$ cat src/common/loader_pkg.sv
// Loader package with bus widths, image sizes, region and index codes, shared struct types
package loader_pkg;

	// ==================================================
	// Widths
	// ==================================================
	localparam int WORD_W      = 16;
	localparam int BYTE_W      = 8;
	localparam int HOST_ADDR_W = 25;
	localparam int CPU_ADDR_W  = 22;
	localparam int MEM_ADDR_W  = 25;
	localparam int RESET_CNT_W = 10;

	// Download word address is image index (2 bits) over word offset (19 bits)
	localparam int DL_ADDR_W = 21;
	localparam int DL_OFFS_W = 19;

	// Download images live above this 4-bit prefix in memory
	localparam logic [3:0] DL_REGION = 4'd1;

	// ==================================================
	// Floppy image sizes, counted in 16-bit words
	// ==================================================
	localparam int unsigned IMG_WORDS_DS = 409600;
	localparam int unsigned IMG_WORDS_SS = 204800;

	// Host image index values
	localparam logic [7:0] IDX_ROM = 8'd0;
	localparam logic [7:0] IDX_INT = 8'd1;
	localparam logic [7:0] IDX_EXT = 8'd2;

	// ==================================================
	// Shared types
	// ==================================================
	typedef struct packed {
		logic [DL_ADDR_W-1:0] addr;
		logic [WORD_W-1:0]    data;
	} dl_word_t;

	// CPU side memory request, all controls active high
	typedef struct packed {
		logic [CPU_ADDR_W-1:0] addr;
		logic [WORD_W-1:0]     wdata;
		logic                  rom_sel;
		logic                  ram_oe;
		logic                  ram_we;
		logic                  uds;
		logic                  lds;
	} cpu_mem_t;

	// Request toward external memory
	typedef struct packed {
		logic [MEM_ADDR_W-1:0] addr;
		logic [WORD_W-1:0]     wdata;
		logic [1:0]            be;
		logic                  we;
		logic                  oe;
	} mem_req_t;

	typedef enum logic [1:0] {
		DISK_NONE,
		DISK_SS,
		DISK_DS
	} disk_kind_t;

endpackage
$ cat src/image_loader_top.sv
// Image loader top level: byte pairing, slot writes, image sizing, memory mux and reset release
`timescale 1ns/100ps

module image_loader_top (
	input  logic                               clk_sys,
	input  logic                               rst,
	input  logic                               clk8_en,
	input  logic                               reset_req,
	input  logic                               cpu_reset,
	input  logic                               cfg_mem,
	input  logic [1:0]                         cfg_cpu,
	output logic                               sys_run,
	input  logic                               host_download,
	input  logic [7:0]                         host_index,
	input  logic                               host_wr,
	input  logic [loader_pkg::HOST_ADDR_W-1:0] host_addr,
	input  logic [loader_pkg::BYTE_W-1:0]      host_data,
	output logic                               host_wait,
	input  logic                               dl_slot,
	input  logic [1:0]                         disk_eject,
	output loader_pkg::disk_kind_t [1:0]       disk_state,
	output logic [1:0]                         disk_inserted,
	input  loader_pkg::cpu_mem_t               cpu_req,
	input  logic [loader_pkg::WORD_W-1:0]      mem_rdata,
	input  logic                               disk_ack,
	output loader_pkg::mem_req_t               mem_req,
	output logic [loader_pkg::WORD_W-1:0]      cpu_rdata
);

	loader_pkg::dl_word_t word;
	logic                 word_valid;
	loader_pkg::dl_word_t dl_word;
	logic                 dl_we;

	reset_sequencer u_reset_sequencer (
		.clk_sys   (clk_sys),
		.rst       (rst),
		.clk8_en   (clk8_en),
		.reset_req (reset_req),
		.cpu_reset (cpu_reset),
		.cfg_mem   (cfg_mem),
		.cfg_cpu   (cfg_cpu),
		.sys_run   (sys_run)
	);

	// Download path
	word_assembler u_word_assembler (
		.clk_sys    (clk_sys),
		.rst        (rst),
		.host_wr    (host_wr),
		.host_addr  (host_addr),
		.host_data  (host_data),
		.host_index (host_index),
		.word       (word),
		.word_valid (word_valid)
	);

	slot_writer u_slot_writer (
		.clk_sys    (clk_sys),
		.rst        (rst),
		.word       (word),
		.word_valid (word_valid),
		.dl_slot    (dl_slot),
		.dl_word    (dl_word),
		.dl_we      (dl_we),
		.host_wait  (host_wait)
	);

	image_classifier u_image_classifier (
		.clk_sys       (clk_sys),
		.rst           (rst),
		.host_download (host_download),
		.host_index    (host_index),
		.host_addr     (host_addr),
		.disk_eject    (disk_eject),
		.disk_state    (disk_state),
		.disk_inserted (disk_inserted)
	);

	mem_port_mux u_mem_port_mux (
		.host_download (host_download),
		.dl_slot       (dl_slot),
		.dl_word       (dl_word),
		.dl_we         (dl_we),
		.cpu_req       (cpu_req),
		.mem_rdata     (mem_rdata),
		.disk_ack      (disk_ack),
		.mem_req       (mem_req),
		.cpu_rdata     (cpu_rdata)
	);

endmodule

$ cat src/mem_port_mux.sv
// Memory port multiplexer: download versus CPU request selection and CPU read data shaping
`timescale 1ns/100ps

module mem_port_mux (
	input  logic                             host_download,
	input  logic                             dl_slot,
	input  loader_pkg::dl_word_t             dl_word,
	input  logic                             dl_we,
	input  loader_pkg::cpu_mem_t             cpu_req,
	input  logic [loader_pkg::WORD_W-1:0]    mem_rdata,
	input  logic                             disk_ack,
	output loader_pkg::mem_req_t             mem_req,
	output logic [loader_pkg::WORD_W-1:0]    cpu_rdata
);

	logic                                download_cycle;
	logic [loader_pkg::BYTE_W-1:0]       disk_byte;

	// Arbiter slot only counts while a download is running
	assign download_cycle = host_download && dl_slot;

	// ==================================================
	// Request side
	// ==================================================
	always_comb begin
		if (download_cycle) begin
			mem_req.addr  = {loader_pkg::DL_REGION, dl_word.addr};
			mem_req.wdata = dl_word.data;
			mem_req.be    = 2'b11;
			mem_req.we    = dl_we;
			mem_req.oe    = 1'b0;
		end else begin
			// ROM sits one bit above the RAM word space
			mem_req.addr  = {3'b000, cpu_req.rom_sel, cpu_req.addr[loader_pkg::CPU_ADDR_W-1:1]};
			mem_req.wdata = cpu_req.wdata;
			mem_req.be    = {cpu_req.uds, cpu_req.lds};
			mem_req.we    = cpu_req.ram_we;
			mem_req.oe    = cpu_req.ram_oe || cpu_req.rom_sel;
		end
	end

	// ==================================================
	// Read side
	// ==================================================

	// Floppy reads are byte wide, odd address takes the low byte
	assign disk_byte = cpu_req.addr[0] ? mem_rdata[7:0] : mem_rdata[15:8];

	always_comb begin
		if (download_cycle) begin
			// All ones keeps the screen dark while loading
			cpu_rdata = '1;
		end else if (disk_ack) begin
			cpu_rdata = {disk_byte, disk_byte};
		end else begin
			cpu_rdata = mem_rdata;
		end
	end

endmodule

$ cat src/loader/image_classifier.sv
// Image classifier: sizes floppy images at download end and tracks drive eject
`timescale 1ns/100ps

module image_classifier (
	input  logic                                clk_sys,
	input  logic                                rst,
	input  logic                                host_download,
	input  logic [7:0]                          host_index,
	input  logic [loader_pkg::HOST_ADDR_W-1:0]  host_addr,
	input  logic [1:0]                          disk_eject,
	output loader_pkg::disk_kind_t [1:0]        disk_state,
	output logic [1:0]                          disk_inserted
);

	logic                               download_q;
	logic                               download_end;
	logic [loader_pkg::HOST_ADDR_W-1:0] img_words;

	// Host leaves the byte length on the address bus when it finishes
	assign download_end = download_q && !host_download;
	assign img_words    = host_addr >> 1;

	function automatic loader_pkg::disk_kind_t classify(
		input logic [loader_pkg::HOST_ADDR_W-1:0] words
	);
		if (words == loader_pkg::IMG_WORDS_DS) begin
			classify = loader_pkg::DISK_DS;
		end else if (words == loader_pkg::IMG_WORDS_SS) begin
			classify = loader_pkg::DISK_SS;
		end else begin
			// Unknown size, treat as no disk
			classify = loader_pkg::DISK_NONE;
		end
	endfunction

	always_ff @(posedge clk_sys) begin
		if (rst) begin
			download_q <= 1'b0;
			disk_state <= {loader_pkg::DISK_NONE, loader_pkg::DISK_NONE};
		end else begin
			download_q <= host_download;

			if (download_end) begin
				case (host_index)
					loader_pkg::IDX_INT: disk_state[0] <= classify(img_words);
					loader_pkg::IDX_EXT: disk_state[1] <= classify(img_words);
					// ROM image leaves both drives alone
					loader_pkg::IDX_ROM: ;
					default: ;
				endcase
			end

			// Eject wins over a download ending in the same cycle
			for (int i = 0; i < 2; i++) begin
				if (disk_eject[i]) begin
					disk_state[i] <= loader_pkg::DISK_NONE;
				end
			end
		end
	end

	assign disk_inserted[0] = disk_state[0] != loader_pkg::DISK_NONE;
	assign disk_inserted[1] = disk_state[1] != loader_pkg::DISK_NONE;

endmodule

$ cat src/loader/slot_writer.sv
// Slot writer: holds one pending word, drives host back-pressure, writes it in one download slot
`timescale 1ns/100ps

module slot_writer (
	input  logic                 clk_sys,
	input  logic                 rst,
	input  loader_pkg::dl_word_t word,
	input  logic                 word_valid,
	input  logic                 dl_slot,
	output loader_pkg::dl_word_t dl_word,
	output logic                 dl_we,
	output logic                 host_wait
);

	// Slot level from the previous cycle, for edge detection
	logic slot_q;
	logic slot_fall;

	assign slot_fall = slot_q && !dl_slot;

	// Pending word register
	always_ff @(posedge clk_sys) begin
		if (word_valid) begin
			dl_word <= word;
		end
	end

	// ==================================================
	// Write control
	// ==================================================
	always_ff @(posedge clk_sys) begin
		if (rst) begin
			slot_q    <= 1'b0;
			dl_we     <= 1'b0;
			host_wait <= 1'b0;
		end else begin
			slot_q <= dl_slot;

			// Write enable only moves outside a slot so it is steady across a whole slot
			if (!dl_slot) begin
				dl_we <= host_wait;
			end

			// Host stalls as soon as a word is pending
			if (word_valid) begin
				host_wait <= 1'b1;
			end else if (slot_fall && dl_we) begin
				// Slot just ended with our write in it, word is done
				host_wait <= 1'b0;
			end
		end
	end

endmodule

$ cat src/loader/word_assembler.sv
// Word assembler: pairs host bytes into 16-bit words and builds the download word address
`timescale 1ns/100ps

module word_assembler (
	input  logic                               clk_sys,
	input  logic                               rst,
	input  logic                               host_wr,
	input  logic [loader_pkg::HOST_ADDR_W-1:0] host_addr,
	input  logic [loader_pkg::BYTE_W-1:0]      host_data,
	input  logic [7:0]                         host_index,
	output loader_pkg::dl_word_t               word,
	output logic                               word_valid
);

	// Even byte waits here until its odd partner arrives
	logic [loader_pkg::BYTE_W-1:0] hi_byte;
	logic                          odd_byte;

	assign odd_byte = host_addr[0];

	// ==================================================
	// Byte pairing
	// ==================================================
	always_ff @(posedge clk_sys) begin
		if (host_wr && !odd_byte) begin
			hi_byte <= host_data;
		end

		if (host_wr && odd_byte) begin
			// Big endian pairing, first byte is the upper half
			word.data <= {hi_byte, host_data};
			// Image index selects the 512K word window, byte address gives the offset
			word.addr <= {host_index[1:0], host_addr[loader_pkg::DL_OFFS_W:1]};
		end
	end

	// One-cycle strobe per completed word
	always_ff @(posedge clk_sys) begin
		if (rst) begin
			word_valid <= 1'b0;
		end else begin
			word_valid <= host_wr && odd_byte;
		end
	end

endmodule

$ cat src/reset_sequencer.sv
// Reset sequencer: gathers reset sources and config changes, delays the system run release
`timescale 1ns/100ps

module reset_sequencer (
	input  logic       clk_sys,
	input  logic       rst,
	input  logic       clk8_en,
	input  logic       reset_req,
	input  logic       cpu_reset,
	input  logic       cfg_mem,
	input  logic [1:0] cfg_cpu,
	output logic       sys_run
);

	logic [loader_pkg::RESET_CNT_W-1:0] cnt;
	logic                               cfg_mem_q;
	logic [1:0]                         cfg_cpu_q;
	logic                               cfg_change;
	logic                               hold;

	// Config is compared against the sample from the previous tick
	assign cfg_change = clk8_en && ((cfg_mem != cfg_mem_q) || (cfg_cpu != cfg_cpu_q));

	// Direct sources act on any cycle so short pulses are not lost between ticks
	assign hold = reset_req || cpu_reset || cfg_change;

	always_ff @(posedge clk_sys) begin
		if (rst) begin
			cnt       <= '1;
			sys_run   <= 1'b0;
			cfg_mem_q <= 1'b0;
			cfg_cpu_q <= 2'd0;
		end else begin
			if (clk8_en) begin
				cfg_mem_q <= cfg_mem;
				cfg_cpu_q <= cfg_cpu;
			end

			if (hold) begin
				// Restart the full release delay
				cnt     <= '1;
				sys_run <= 1'b0;
			end else if (clk8_en) begin
				if (cnt != '0) begin
					cnt <= cnt - 1'b1;
				end else begin
					sys_run <= 1'b1;
				end
			end
		end
	end

endmodule

$ cat config.mk
export PLATFORM = sky130hd
export DESIGN_NAME = image_loader_top
export DESIGN_NICKNAME = d
export VERILOG_FILES = /design/src/common/loader_pkg.sv /design/src/image_loader_top.sv /design/src/mem_port_mux.sv /design/src/loader/image_classifier.sv /design/src/loader/slot_writer.sv /design/src/loader/word_assembler.sv /design/src/reset_sequencer.sv
export SDC_FILE = /design/constraint.sdc
export NUM_CORES = 1
export LEC_CHECK = 0
export ABC_AREA = 1
export BUFFER_PORTS_ARGS = -buffer_cell sky130_fd_sc_hd__buf_4
export CAP_MARGIN = 20
export CORE_MARGIN = 10
export CORE_UTILIZATION = 40
export DETAILED_ROUTE_END_ITERATION = 7
export GPL_ROUTABILITY_DRIVEN = 0
export PLACE_DENSITY = 0.74
export REMOVE_ABC_BUFFERS = 1
export SYNTH_ARGS = -nofsm -noshare
export SYNTH_HDL_FRONTEND = slang
export SYNTH_SLANG_ARGS = --single-unit
$ cat constraint.sdc
create_clock -name clk_sys -period 3 [get_ports clk_sys]
set_input_delay 0.15 -clock clk_sys [delete_from_list [all_inputs] [get_ports clk_sys]]
set_output_delay 0.15 -clock clk_sys [all_outputs]
set_load 0.01 [all_outputs]
==> results of run 1 <==
==> cell families (layout without fill, tap and decap cells) <==
kind of cell | Yosys count | after routing | share of synthesized area [%]
other cells | 1 | 3 | 0.0818
fa+ha+maj | 2 | 2 | 0.545
buf+inv | 48 | 255 | 4.53
simple gates | 291 | 291 | 27.1
flops | 105 | 105 | 63.7
xor+xnor | 7 | 7 | 1.34
compound gates | 24 | 24 | 2.67
==> worst max-delay path by stage <==
stage,to
2_1_floorplan,cpu_rdata[12]
3_3_place_gp,u_word_assembler.word[4]
3_5_place_dp,u_word_assembler.word[11]
4_1_cts,u_reset_sequencer.cnt[2]
5_1_grt,u_reset_sequencer.cnt[2]
6_report,u_reset_sequencer.cnt[2]
==> report_power, final <==
group / internal (mW) / switching, mW
sequential: 1.64 / 0.0282
combinational: 0.246 / 0.220
clock: 0.750 / 0.516
total: 2.64 / 0.765
==> layer usage <==
layer / vias to the layer above / global-route usage, %
li1: 1956 / -
met1: 1796 / 15.9
met2: 157 / 26.9
met3: 17 / 4.22
met4: 0 / 4.35
met5: - / 0
==> final cells by class <==
| cell class | instances | area (sq um) |
|---|---|---|
| flip-flops and latches | 105 | 2920 |
| inverters | 32 | 128 |
| clock inverters | 7 | 109 |
| fillers | 958 | 4680 |
| multi-input cells | 327 | 1460 |
| clock buffers | 9 | 225 |
| well taps | 143 | 179 |
| repair buffers | 207 | 1620 |
==> per-stage QoR <==
step | power [mW] | hold slack (ps)
2_1_floorplan | 1.86 | 221
3_3_place_gp | 2.13 | 339
3_5_place_dp | 2.15 | 338
4_1_cts | 3.43 | 0.00810
5_1_grt | 3.56 | 1.35
6_report | 3.41 | 14.9
==> cell usage in the layout, fill, tap and decap left out, drive strengths merged <==
cell type and n:
xnor2 5, nor3 1, clkbuf 9, clkinv 2, inv 35, dfxtp 23
nor2 60, nand2 187, ha 2, or2 4, conb 3, a21oi 7
nand3 36, buf 182, edfxtp 82, and2 1, dlygate4sd3 25, o21bai 1
nand3b 1, o21ai 16, nand4 1, bufinv 2, xor2 2
==> flip-flops by register name (all words and copies together) (netlist names) <==
signal,count
u_slot_writer.dl_word,37
u_image_classifier.download_q,1
u_word_assembler.word_valid,1
u_slot_writer.dl_we,1
u_word_assembler.hi_byte,8
u_slot_writer.host_wait,1
u_reset_sequencer.sys_run,1
u_reset_sequencer.cfg_cpu_q,2
u_reset_sequencer.cfg_mem_q,1
u_word_assembler.word,37
u_image_classifier.disk_state,4
u_reset_sequencer.cnt,10
u_slot_writer.slot_q,1
==> results.md, run 1 <==
- Total track usage: 14.6%
- Remaining DRCs: 0
- Post-CTS setup buffer count: 0
- Die area: 16200 sq um
- R2R Setup Slk: 1300 ps
- Crit-path max FO: 11
- Final nets: 798
- Ant diodes: 0
- CTS tree: yes
- Crit. End Element: register
- Non-filler cells, final: 830
- RR Startpoint: u_reset_sequencer.cfg_cpu_q[0]
- Starting Density: 40.5%
- Most numerous cell on the critical path: nand3_1
- Avg Cell Area, Syn: 9.60 sq um
- CP Data Arrival Time: 1870 ps
- PortBufs: 179
- Primary FF master, synth: edfxtp_1
- Via count: 3926
- Routed wire per std cell: 15.0 microns
- Hold path start: host_addr[15]
- #FFs+latches synth: 105
- Slew @ Worst Pin: 1010 ps
- Critical path's largest stage delay: 780 ps
- Minimum clock period: 1700 ps
- Clk slew on worst S/H paths: 70 ps
- Design Area, Final: 6650 sq um
- Fin. Hold Viols: 0
- IO Pins: 183
- Crit path from: u_reset_sequencer.cfg_cpu_q[0]
- Worst path slowest cell: a21oi_1
- WL met1: 4810 microns
- Die Height: 127 microns
- Post-CTS sizing: 0
- Share of layout cells above drive strength 1: 33.2%
- Setup violators final: 0
- Row cnt: 39
- Metal3 WL: 989 microns
- Hold_buf cts: 19
- Final worst setup slack: 1300 ps
- Root Driver: clkbuf_16
- Number of enable flip-flop cells after synthesis: 82
- Initial antenna violation count: 0
- Placed insts: 789
- Fmax: 0.587 GHz
- Dpl hpwl: 9720 microns
- Area delta synth->final: 44.9%
- Worst slew margin: 32.9%
- Worst Hold Endpoint: u_word_assembler.word[30]
- Pwr per Cell Area: 512 nW/um^2
- Post-synthesis sequential area ratio: 63.7%
- Post-Syn Area: 4590 sq um
- Synth top area share: 53.7%
- Core Box Area: 11300 sq um
- Synth cell count leaders: nand2_1, edfxtp_1, nor2_1
- Vias/cell: 4.73
- Async SR Flop Fraction: 0%
- CP Class: reg2reg
- Setup tns final: 0 ps
- Starting DRT DRC Count: 154
- Clock buffer depth: 2
- Util after Layout: 58.7%
- Fin. max-slew vios: 0
- Antenna-violating nets left: 0
- Fin crit share: 56.8%
- Cells on Worst Hold Path: 1
- Hold WC Path Type: in2reg
- Synth Instances: 478
- Sink Count: 105
- Critical path data required time: 3160 ps
- First-pass GRT wire length: 19500 microns
- Syn. warnings: 0
- R2R depth: 4
- DRT Wirelength: 12500 microns
- Largest net degree at the start of global routing: 45
- Crit path depth: 4
- Critical path launch point type: register
- Worst path top cell family by delay: compound AO/OA/AOI/OAI gates
- Area after DPL: 6060 sq um
- Status: completed
- Vias in the first global route: 3986
- Worst Path Buf+Inv: 0
- Most frequent cell after synthesis: nand2_1
- Die W: 127 microns
- Post-synthesis cell type count: 30
- Area leader, netlist: edfxtp_1
- Leakage power: 3.08 nW
- Worst Skew: 6.01 ps
- Number of max-cap violations: 0
- Place WS: 1240 ps
- Critical Path, Cell by Cell: xnor2_1 -> nand3_1 -> a21oi_1 -> nand3_1
- Worst VDD drop: 0.335 mV
- Clk_lat worst skew: 330 ps
- Top Metal Used: met4
- Global route overflow: 0
- RSZ-0062 raised after global routing: false
- DRT Pass-1 Iters: 5
- DR WL met2: 6470 microns
- # H-tree levels: 3
- Top cells by area, synth: edfxtp_1, nand2_1, dfxtp_1
- CTS Buf Count: 9
- FF-to-FF End: u_reset_sequencer.cnt[2]
Note: power is estimated with default switching activity, not from simulation.
==> inputs of run 2 (changes only) <==
--- a/config.mk
+++ b/config.mk
@@ -5,14 +5,14 @@
 export SDC_FILE = /design/constraint.sdc
 export NUM_CORES = 1
 export LEC_CHECK = 0
-export ABC_AREA = 1
+export ABC_AREA = 0
 export BUFFER_PORTS_ARGS = -buffer_cell sky130_fd_sc_hd__buf_4
 export CAP_MARGIN = 20
 export CORE_MARGIN = 10
 export CORE_UTILIZATION = 40
 export DETAILED_ROUTE_END_ITERATION = 7
 export GPL_ROUTABILITY_DRIVEN = 0
-export PLACE_DENSITY = 0.74
+export PLACE_DENSITY = 0.77
 export REMOVE_ABC_BUFFERS = 1
 export SYNTH_ARGS = -nofsm -noshare
 export SYNTH_HDL_FRONTEND = slang
==> constraint.sdc (replaced) <==
create_clock -name clk_sys -period 1.4 [get_ports clk_sys]
set_input_delay 0.07 -clock clk_sys [delete_from_list [all_inputs] [get_ports clk_sys]]
set_output_delay 0.07 -clock clk_sys [all_outputs]
set_load 0.01 [all_outputs]
==> results.md, run 2 <==
- Share of layout cells above drive strength 1: 53.5%
- Root Driver: clkbuf_8
- Critical path data required time: 1690 ps
- Area delta synth->final: 56.8%
- Post-Syn Area: 4360 sq um
- Util after Layout: 63.7%
- CP Class: reg2reg
- Leakage power: 2.81 nW
- IO Pins: 183
- Die Height: 124 microns
- Area leader, netlist: edfxtp_1
- Crit path from: u_reset_sequencer.cnt[7]
- CP Data Arrival Time: 1990 ps
- Number of max-cap violations: 0
- Most frequent cell after synthesis: edfxtp_1
- Clk_lat worst skew: 350 ps
- Fmax: 0.588 GHz
- Primary FF master, synth: edfxtp_1
- Slew @ Worst Pin: 549 ps
- Largest net degree at the start of global routing: 48
- RSZ-0062 raised after global routing: true
- Post-synthesis cell type count: 46
- FF-to-FF End: u_reset_sequencer.cnt[1]
- Vias/cell: 4.96
- Final worst setup slack: -301 ps
- Top cells by area, synth: edfxtp_1, dfxtp_1, mux2_2
- RR Startpoint: u_reset_sequencer.cnt[7]
- Final nets: 675
- Starting DRT DRC Count: 159
- Number of enable flip-flop cells after synthesis: 82
- Critical path's largest stage delay: 590 ps
- Worst slew margin: 63.3%
- R2R depth: 4
- Setup violators final: 11
- Main combinational cell family by area after synthesis: simple AND/OR/NAND/NOR gates
- Dpl hpwl: 9440 microns
- DRT Wirelength: 12600 microns
- Hold WC Path Type: in2reg
- Total track usage: 15.3%
- Routed wire per std cell: 17.8 microns
- XOR/XNOR Fraction of Synth Area: 1.20%
- Synth cell count leaders: edfxtp_1, nand2_1, mux2_2
- Sink Count: 105
- Synth Area in Adders: 0.573%
- Via count: 3498
- Minimum clock period: 1700 ps
- Worst VDD drop: 0.479 mV
- Post-Synth Simple-Gate Area: 14.7%
- Placed insts: 641
- Fin. max-slew vios: 0
- Critical Path, Cell by Cell: or4_4 -> o41ai_4 -> mux2i_1 -> nand2b_1
- Crit. End Element: register
- Synth Area in Compound Gates: 3.56%
- Antenna-violating nets left: 0
- Design Area, Final: 6840 sq um
- CTS tree: yes
- PortBufs: 179
- Place WS: -417 ps
- Mux share of post-synthesis cell area: 11.0%
- Critical path launch point type: register
- Pwr per Cell Area: 921 nW/um^2
- Failing checks: setup timing
- Post-synthesis sequential area ratio: 67.0%
- Vias in the first global route: 3814
- Remaining DRCs: 0
- Non-filler cells, final: 705
- Critical Path Sink: u_reset_sequencer.cnt[1]
- Area after DPL: 6010 sq um
- Syn. warnings: 0
- Worst Skew: 10.5 ps
- Synth Instances: 314
- Status: complete, but fails checks
- Most frequent cells in the layout: buf_4, edfxtp_1, nand2_1
- Row cnt: 38
- Commonest non-fill, non-tap cell in the layout: buf_4
- Setup tns final: -1830 ps
- Global route overflow: 0
- # H-tree levels: 3
- Crit-path max FO: 5
- Die W: 124 microns
- Top flop regs: u_slot_writer.dl_word x37, u_word_assembler.word x37, u_reset_sequencer.cnt x10
- Initial antenna violation count: 1
- Avg Cell Area, Syn: 13.9 sq um
- Async SR Flop Fraction: 0%
- Clk slew on worst S/H paths: 100 ps
- CTS Buf Count: 9
- Die area: 15500 sq um
- #FFs+latches synth: 105
- Core Box Area: 10700 sq um
- Fin. Hold Viols: 0
- First-pass GRT wire length: 19400 microns
- DRT Pass-1 Iters: 4
- R2R Setup Slk: -300 ps
- Synth top area share: 56.4%
- Fin crit share: 121%
- Starting Density: 40.6%
- Worst path slowest cell: or4_4
- Clock buffer depth: 2
==> run 2: worst min path at each step <==
stage	startpoint	to	slack, ps	cells past startpoint
floorplan	rst	u_image_classifier.download_q	140	1
global placement	host_data[5]	u_word_assembler.word[5]	260	1
detailed placement	host_addr[1]	u_word_assembler.word[16]	260	1
CTS	host_download	u_image_classifier.download_q	20	3
global route	host_download	u_image_classifier.download_q	20	3
finish	host_download	u_image_classifier.download_q	40	3
==> run 2: worst max-delay path: cells and delay by family (launching register included) <==
kind / cells / cell delay, ps
simple gates: 2 / 700
compound gates: 1 / 390
flops: 1 / 330
mux: 1 / 220
==> run 2: layout make-up <==
class	count	area [sq um]
multi-input cells	192	1530
inverters	4	15.0
fillers	801	3900
clock inverters	6	61.3
flip-flops and latches	105	2930
diodes	1	2.50
repair buffers	247	2000
clock buffers	10	128
well taps	140	175
==> run 2: layer usage <==
metal  vias to the layer above  global-route usage (%)  routed length, microns
met2                       152                    28.3                    6770
met1                      1675                    15.8                    4730
li1                       1655                       -                       -
met4                         0                    4.59                     211
met3                        16                    5.28                     849
met5                         -                       0                       0
==> run 2: through the flow <==
stage          power (mW)  hold slack, ps
2_1_floorplan        3.95             142
3_3_place_gp         4.51             256
3_5_place_dp         4.54             260
4_1_cts              6.37            21.2
5_1_grt              6.60            20.5
6_report             6.30            42.7
==> run 2: logic make-up (layout without fill, tap and decap cells) <==
family | after synthesis | after routing
DFF | 105 | 105
muxes | 43 | 43
adders and majority gates | 2 | 2
other | 1 | 4
and+or+nand+nor | 118 | 118
xor gates and xnor gates | 6 | 6
AOI/OAI and AO/OA | 20 | 20
buffers and inverters | 19 | 267
==> run 2: what timing repair did <==
item / in CTS / in global routing
endpoints found under the setup margin: 15 / 15
gates cloned: 1 / 0
buffers inserted: 6 / 3
hold endpoints to repair: 48 / 0
hold buffers: 39 / 0
gates resized for setup: 28 / 16
pin swaps: 18 / 17
==> run 2: report_power, final <==
part	switching, mW	leakage [nW]	internal [mW]
clock network	1.03	0.0922	0.691
registers	0.0405	0.949	3.52
logic	0.425	1.76	0.598
total	1.50	2.81	4.81
==> inputs of run 3 (changes only) <==
--- a/config.mk
+++ b/config.mk
@@ -12,6 +12,7 @@
 export CORE_UTILIZATION = 40
 export DETAILED_ROUTE_END_ITERATION = 7
 export GPL_ROUTABILITY_DRIVEN = 0
+export HOLD_SLACK_MARGIN = 0.15
 export PLACE_DENSITY = 0.77
 export REMOVE_ABC_BUFFERS = 1
 export SYNTH_ARGS = -nofsm -noshare
==> results.md, run 3 (synthesis results as in run 2) <==
- Status: complete, but fails checks
- Minimum clock period: 1700 ps
- CTS tree: yes
- Fmax: 0.589 GHz
- Hold path start: host_addr[0]
- First-pass GRT wire length: 19500 microns
- Placed insts: 641
- Total power: 6.31 mW
- DRT Wirelength: 12500 microns
- Place WS: -417 ps
- Vias/cell: 4.94
- Global route overflow: 0
- Setup violators final: 11
- Largest net degree at the start of global routing: 48
- Sw Ratio: 23.8%
- Dpl hpwl: 9440 microns
- Pwr per Cell Area: 919 nW/um^2
- Antenna-violating nets left: 0
- Fin. Hold Viols: 0
- Row cnt: 38
- Final worst setup slack: -297 ps
- Worst VDD drop: 0.479 mV
- Crit-path max FO: 5
- Worst Skew: 10.6 ps
- # H-tree levels: 3
- Setup tns final: -1820 ps
- Sequential power share: 56.3%
- Failing checks: setup timing
- RR Startpoint: u_reset_sequencer.cnt[7]
- Sink Count: 105
- Via count: 3500
- Fin crit share: 121%
- Vias in the first global route: 3819
- Top flop regs: u_slot_writer.dl_word x37, u_word_assembler.word x37, u_reset_sequencer.cnt x10
- Core Box Area: 10700 sq um
- Clk slew on worst S/H paths: 100 ps
- Die area: 15500 sq um
- Starting Density: 40.6%
- Starting DRT DRC Count: 138
- CTS Buf Count: 9
- Remaining DRCs: 0
- Leakage power: 2.82 nW
- Comb pwr share: 16.3%
- Routed wire per std cell: 17.7 microns
- DRT Pass-1 Iters: 5
- IO Pins: 183
- Die Height: 124 microns
- Initial antenna violation count: 1
- CP Data Arrival Time: 1990 ps
- Die W: 124 microns
- RSZ-0062 raised after global routing: true
- Crit path from: u_reset_sequencer.cnt[7]
- Root Driver: clkbuf_8
- Total track usage: 15.3%
- Fin. max-slew vios: 0
- Slew @ Worst Pin: 555 ps
- Final nets: 678
- PortBufs: 179
- Share of layout cells above drive strength 1: 53.3%
- Clock buffer depth: 2
- Int Pwr: 4.81 mW
- Critical path launch point type: register
- Number of max-cap violations: 0
- Clk network pwr share: 27.3%
- Commonest non-fill, non-tap cell in the layout: buf_4
- Switch Pwr: 1.50 mW
- Worst slew margin: 62.9%
- Hold WC Path Type: in2reg
- Critical path data required time: 1700 ps
- Non-filler cells, final: 708
- Area delta synth->final: 57.5%
- CP Class: reg2reg
- Crit. End Element: register
- Most frequent cells in the layout: buf_4, edfxtp_1, nand2_1
- Clk_lat worst skew: 350 ps
==> run 3: changes by cell type in the layout (fill, tap and decap cells not counted) <==
cell / before / now
dlygate4sd3_1: 39 / 42
==> run 3: final timing paths <==
check	endpoint	slack, ps	cells past startpoint
min	u_word_assembler.hi_byte[3]	180	3
max reg2reg	u_reset_sequencer.cnt[1]	-300	4
max	u_reset_sequencer.cnt[1]	-300	4
min reg2reg	u_slot_writer.dl_word[18]	420	0
==> run 3: area by class of cell <==
| type | count | area (sq um) |
|---|---|---|
| inverter | 4 | 15.0 |
| clock inverter | 6 | 61.3 |
| timing repair buffer | 250 | 2030 |
| fill | 798 | 3870 |
| sequential | 105 | 2930 |
| antenna | 1 | 2.50 |
| multi-input combinational | 192 | 1530 |
| clock buffer | 10 | 128 |
| tap | 140 | 175 |
==> run 3: per-stage QoR <==
stage / hold WS [ps] / instance area (sq um) / utilization, %
2_1_floorplan: 142 / 4300 / -
3_3_place_gp: 256 / 6010 / 55.9
3_5_place_dp: 260 / 6010 / 55.9
4_1_cts: 125 / 6780 / 63.1
5_1_grt: 153 / 6870 / 63.9
6_report: 180 / 6870 / 63.9
==> run 3: power by group through the flow <==
stage                     Clock, mW  Sequential, mW  Combinational (mW)
after CTS                      1.80            3.56                1.02
after detailed placement          0            3.63               0.910
after floorplan                   0            3.62               0.323
after global placement            0            3.62               0.886
final                          1.73            3.56                1.03
after global routing           1.93            3.57                1.11
==> run 3: what timing repair did <==
action,4_1_cts,5_1_grt
resized for setup,28,16
setup buffers,6,3
pin swaps,18,17
endpoints found under the hold margin,59,0
hold buffers,42,0
endpoints found under the setup margin,15,15
gates cloned,1,0
==> run 3: per-layer routing <==
metal,up-vias,track usage [%],routed length (microns)
met5,-,0,0
met4,0,4.59,257
met3,22,5.19,847
met2,150,28.3,6670
met1,1671,15.9,4770
li1,1657,-,-
==> run 3: worst max-delay path, cell delays in order, from the launching register on <==
cell,delay [ps]
dfxtp_2,340
or4_4,590
o41ai_4,390
mux2i_1,220
nand2b_1,110
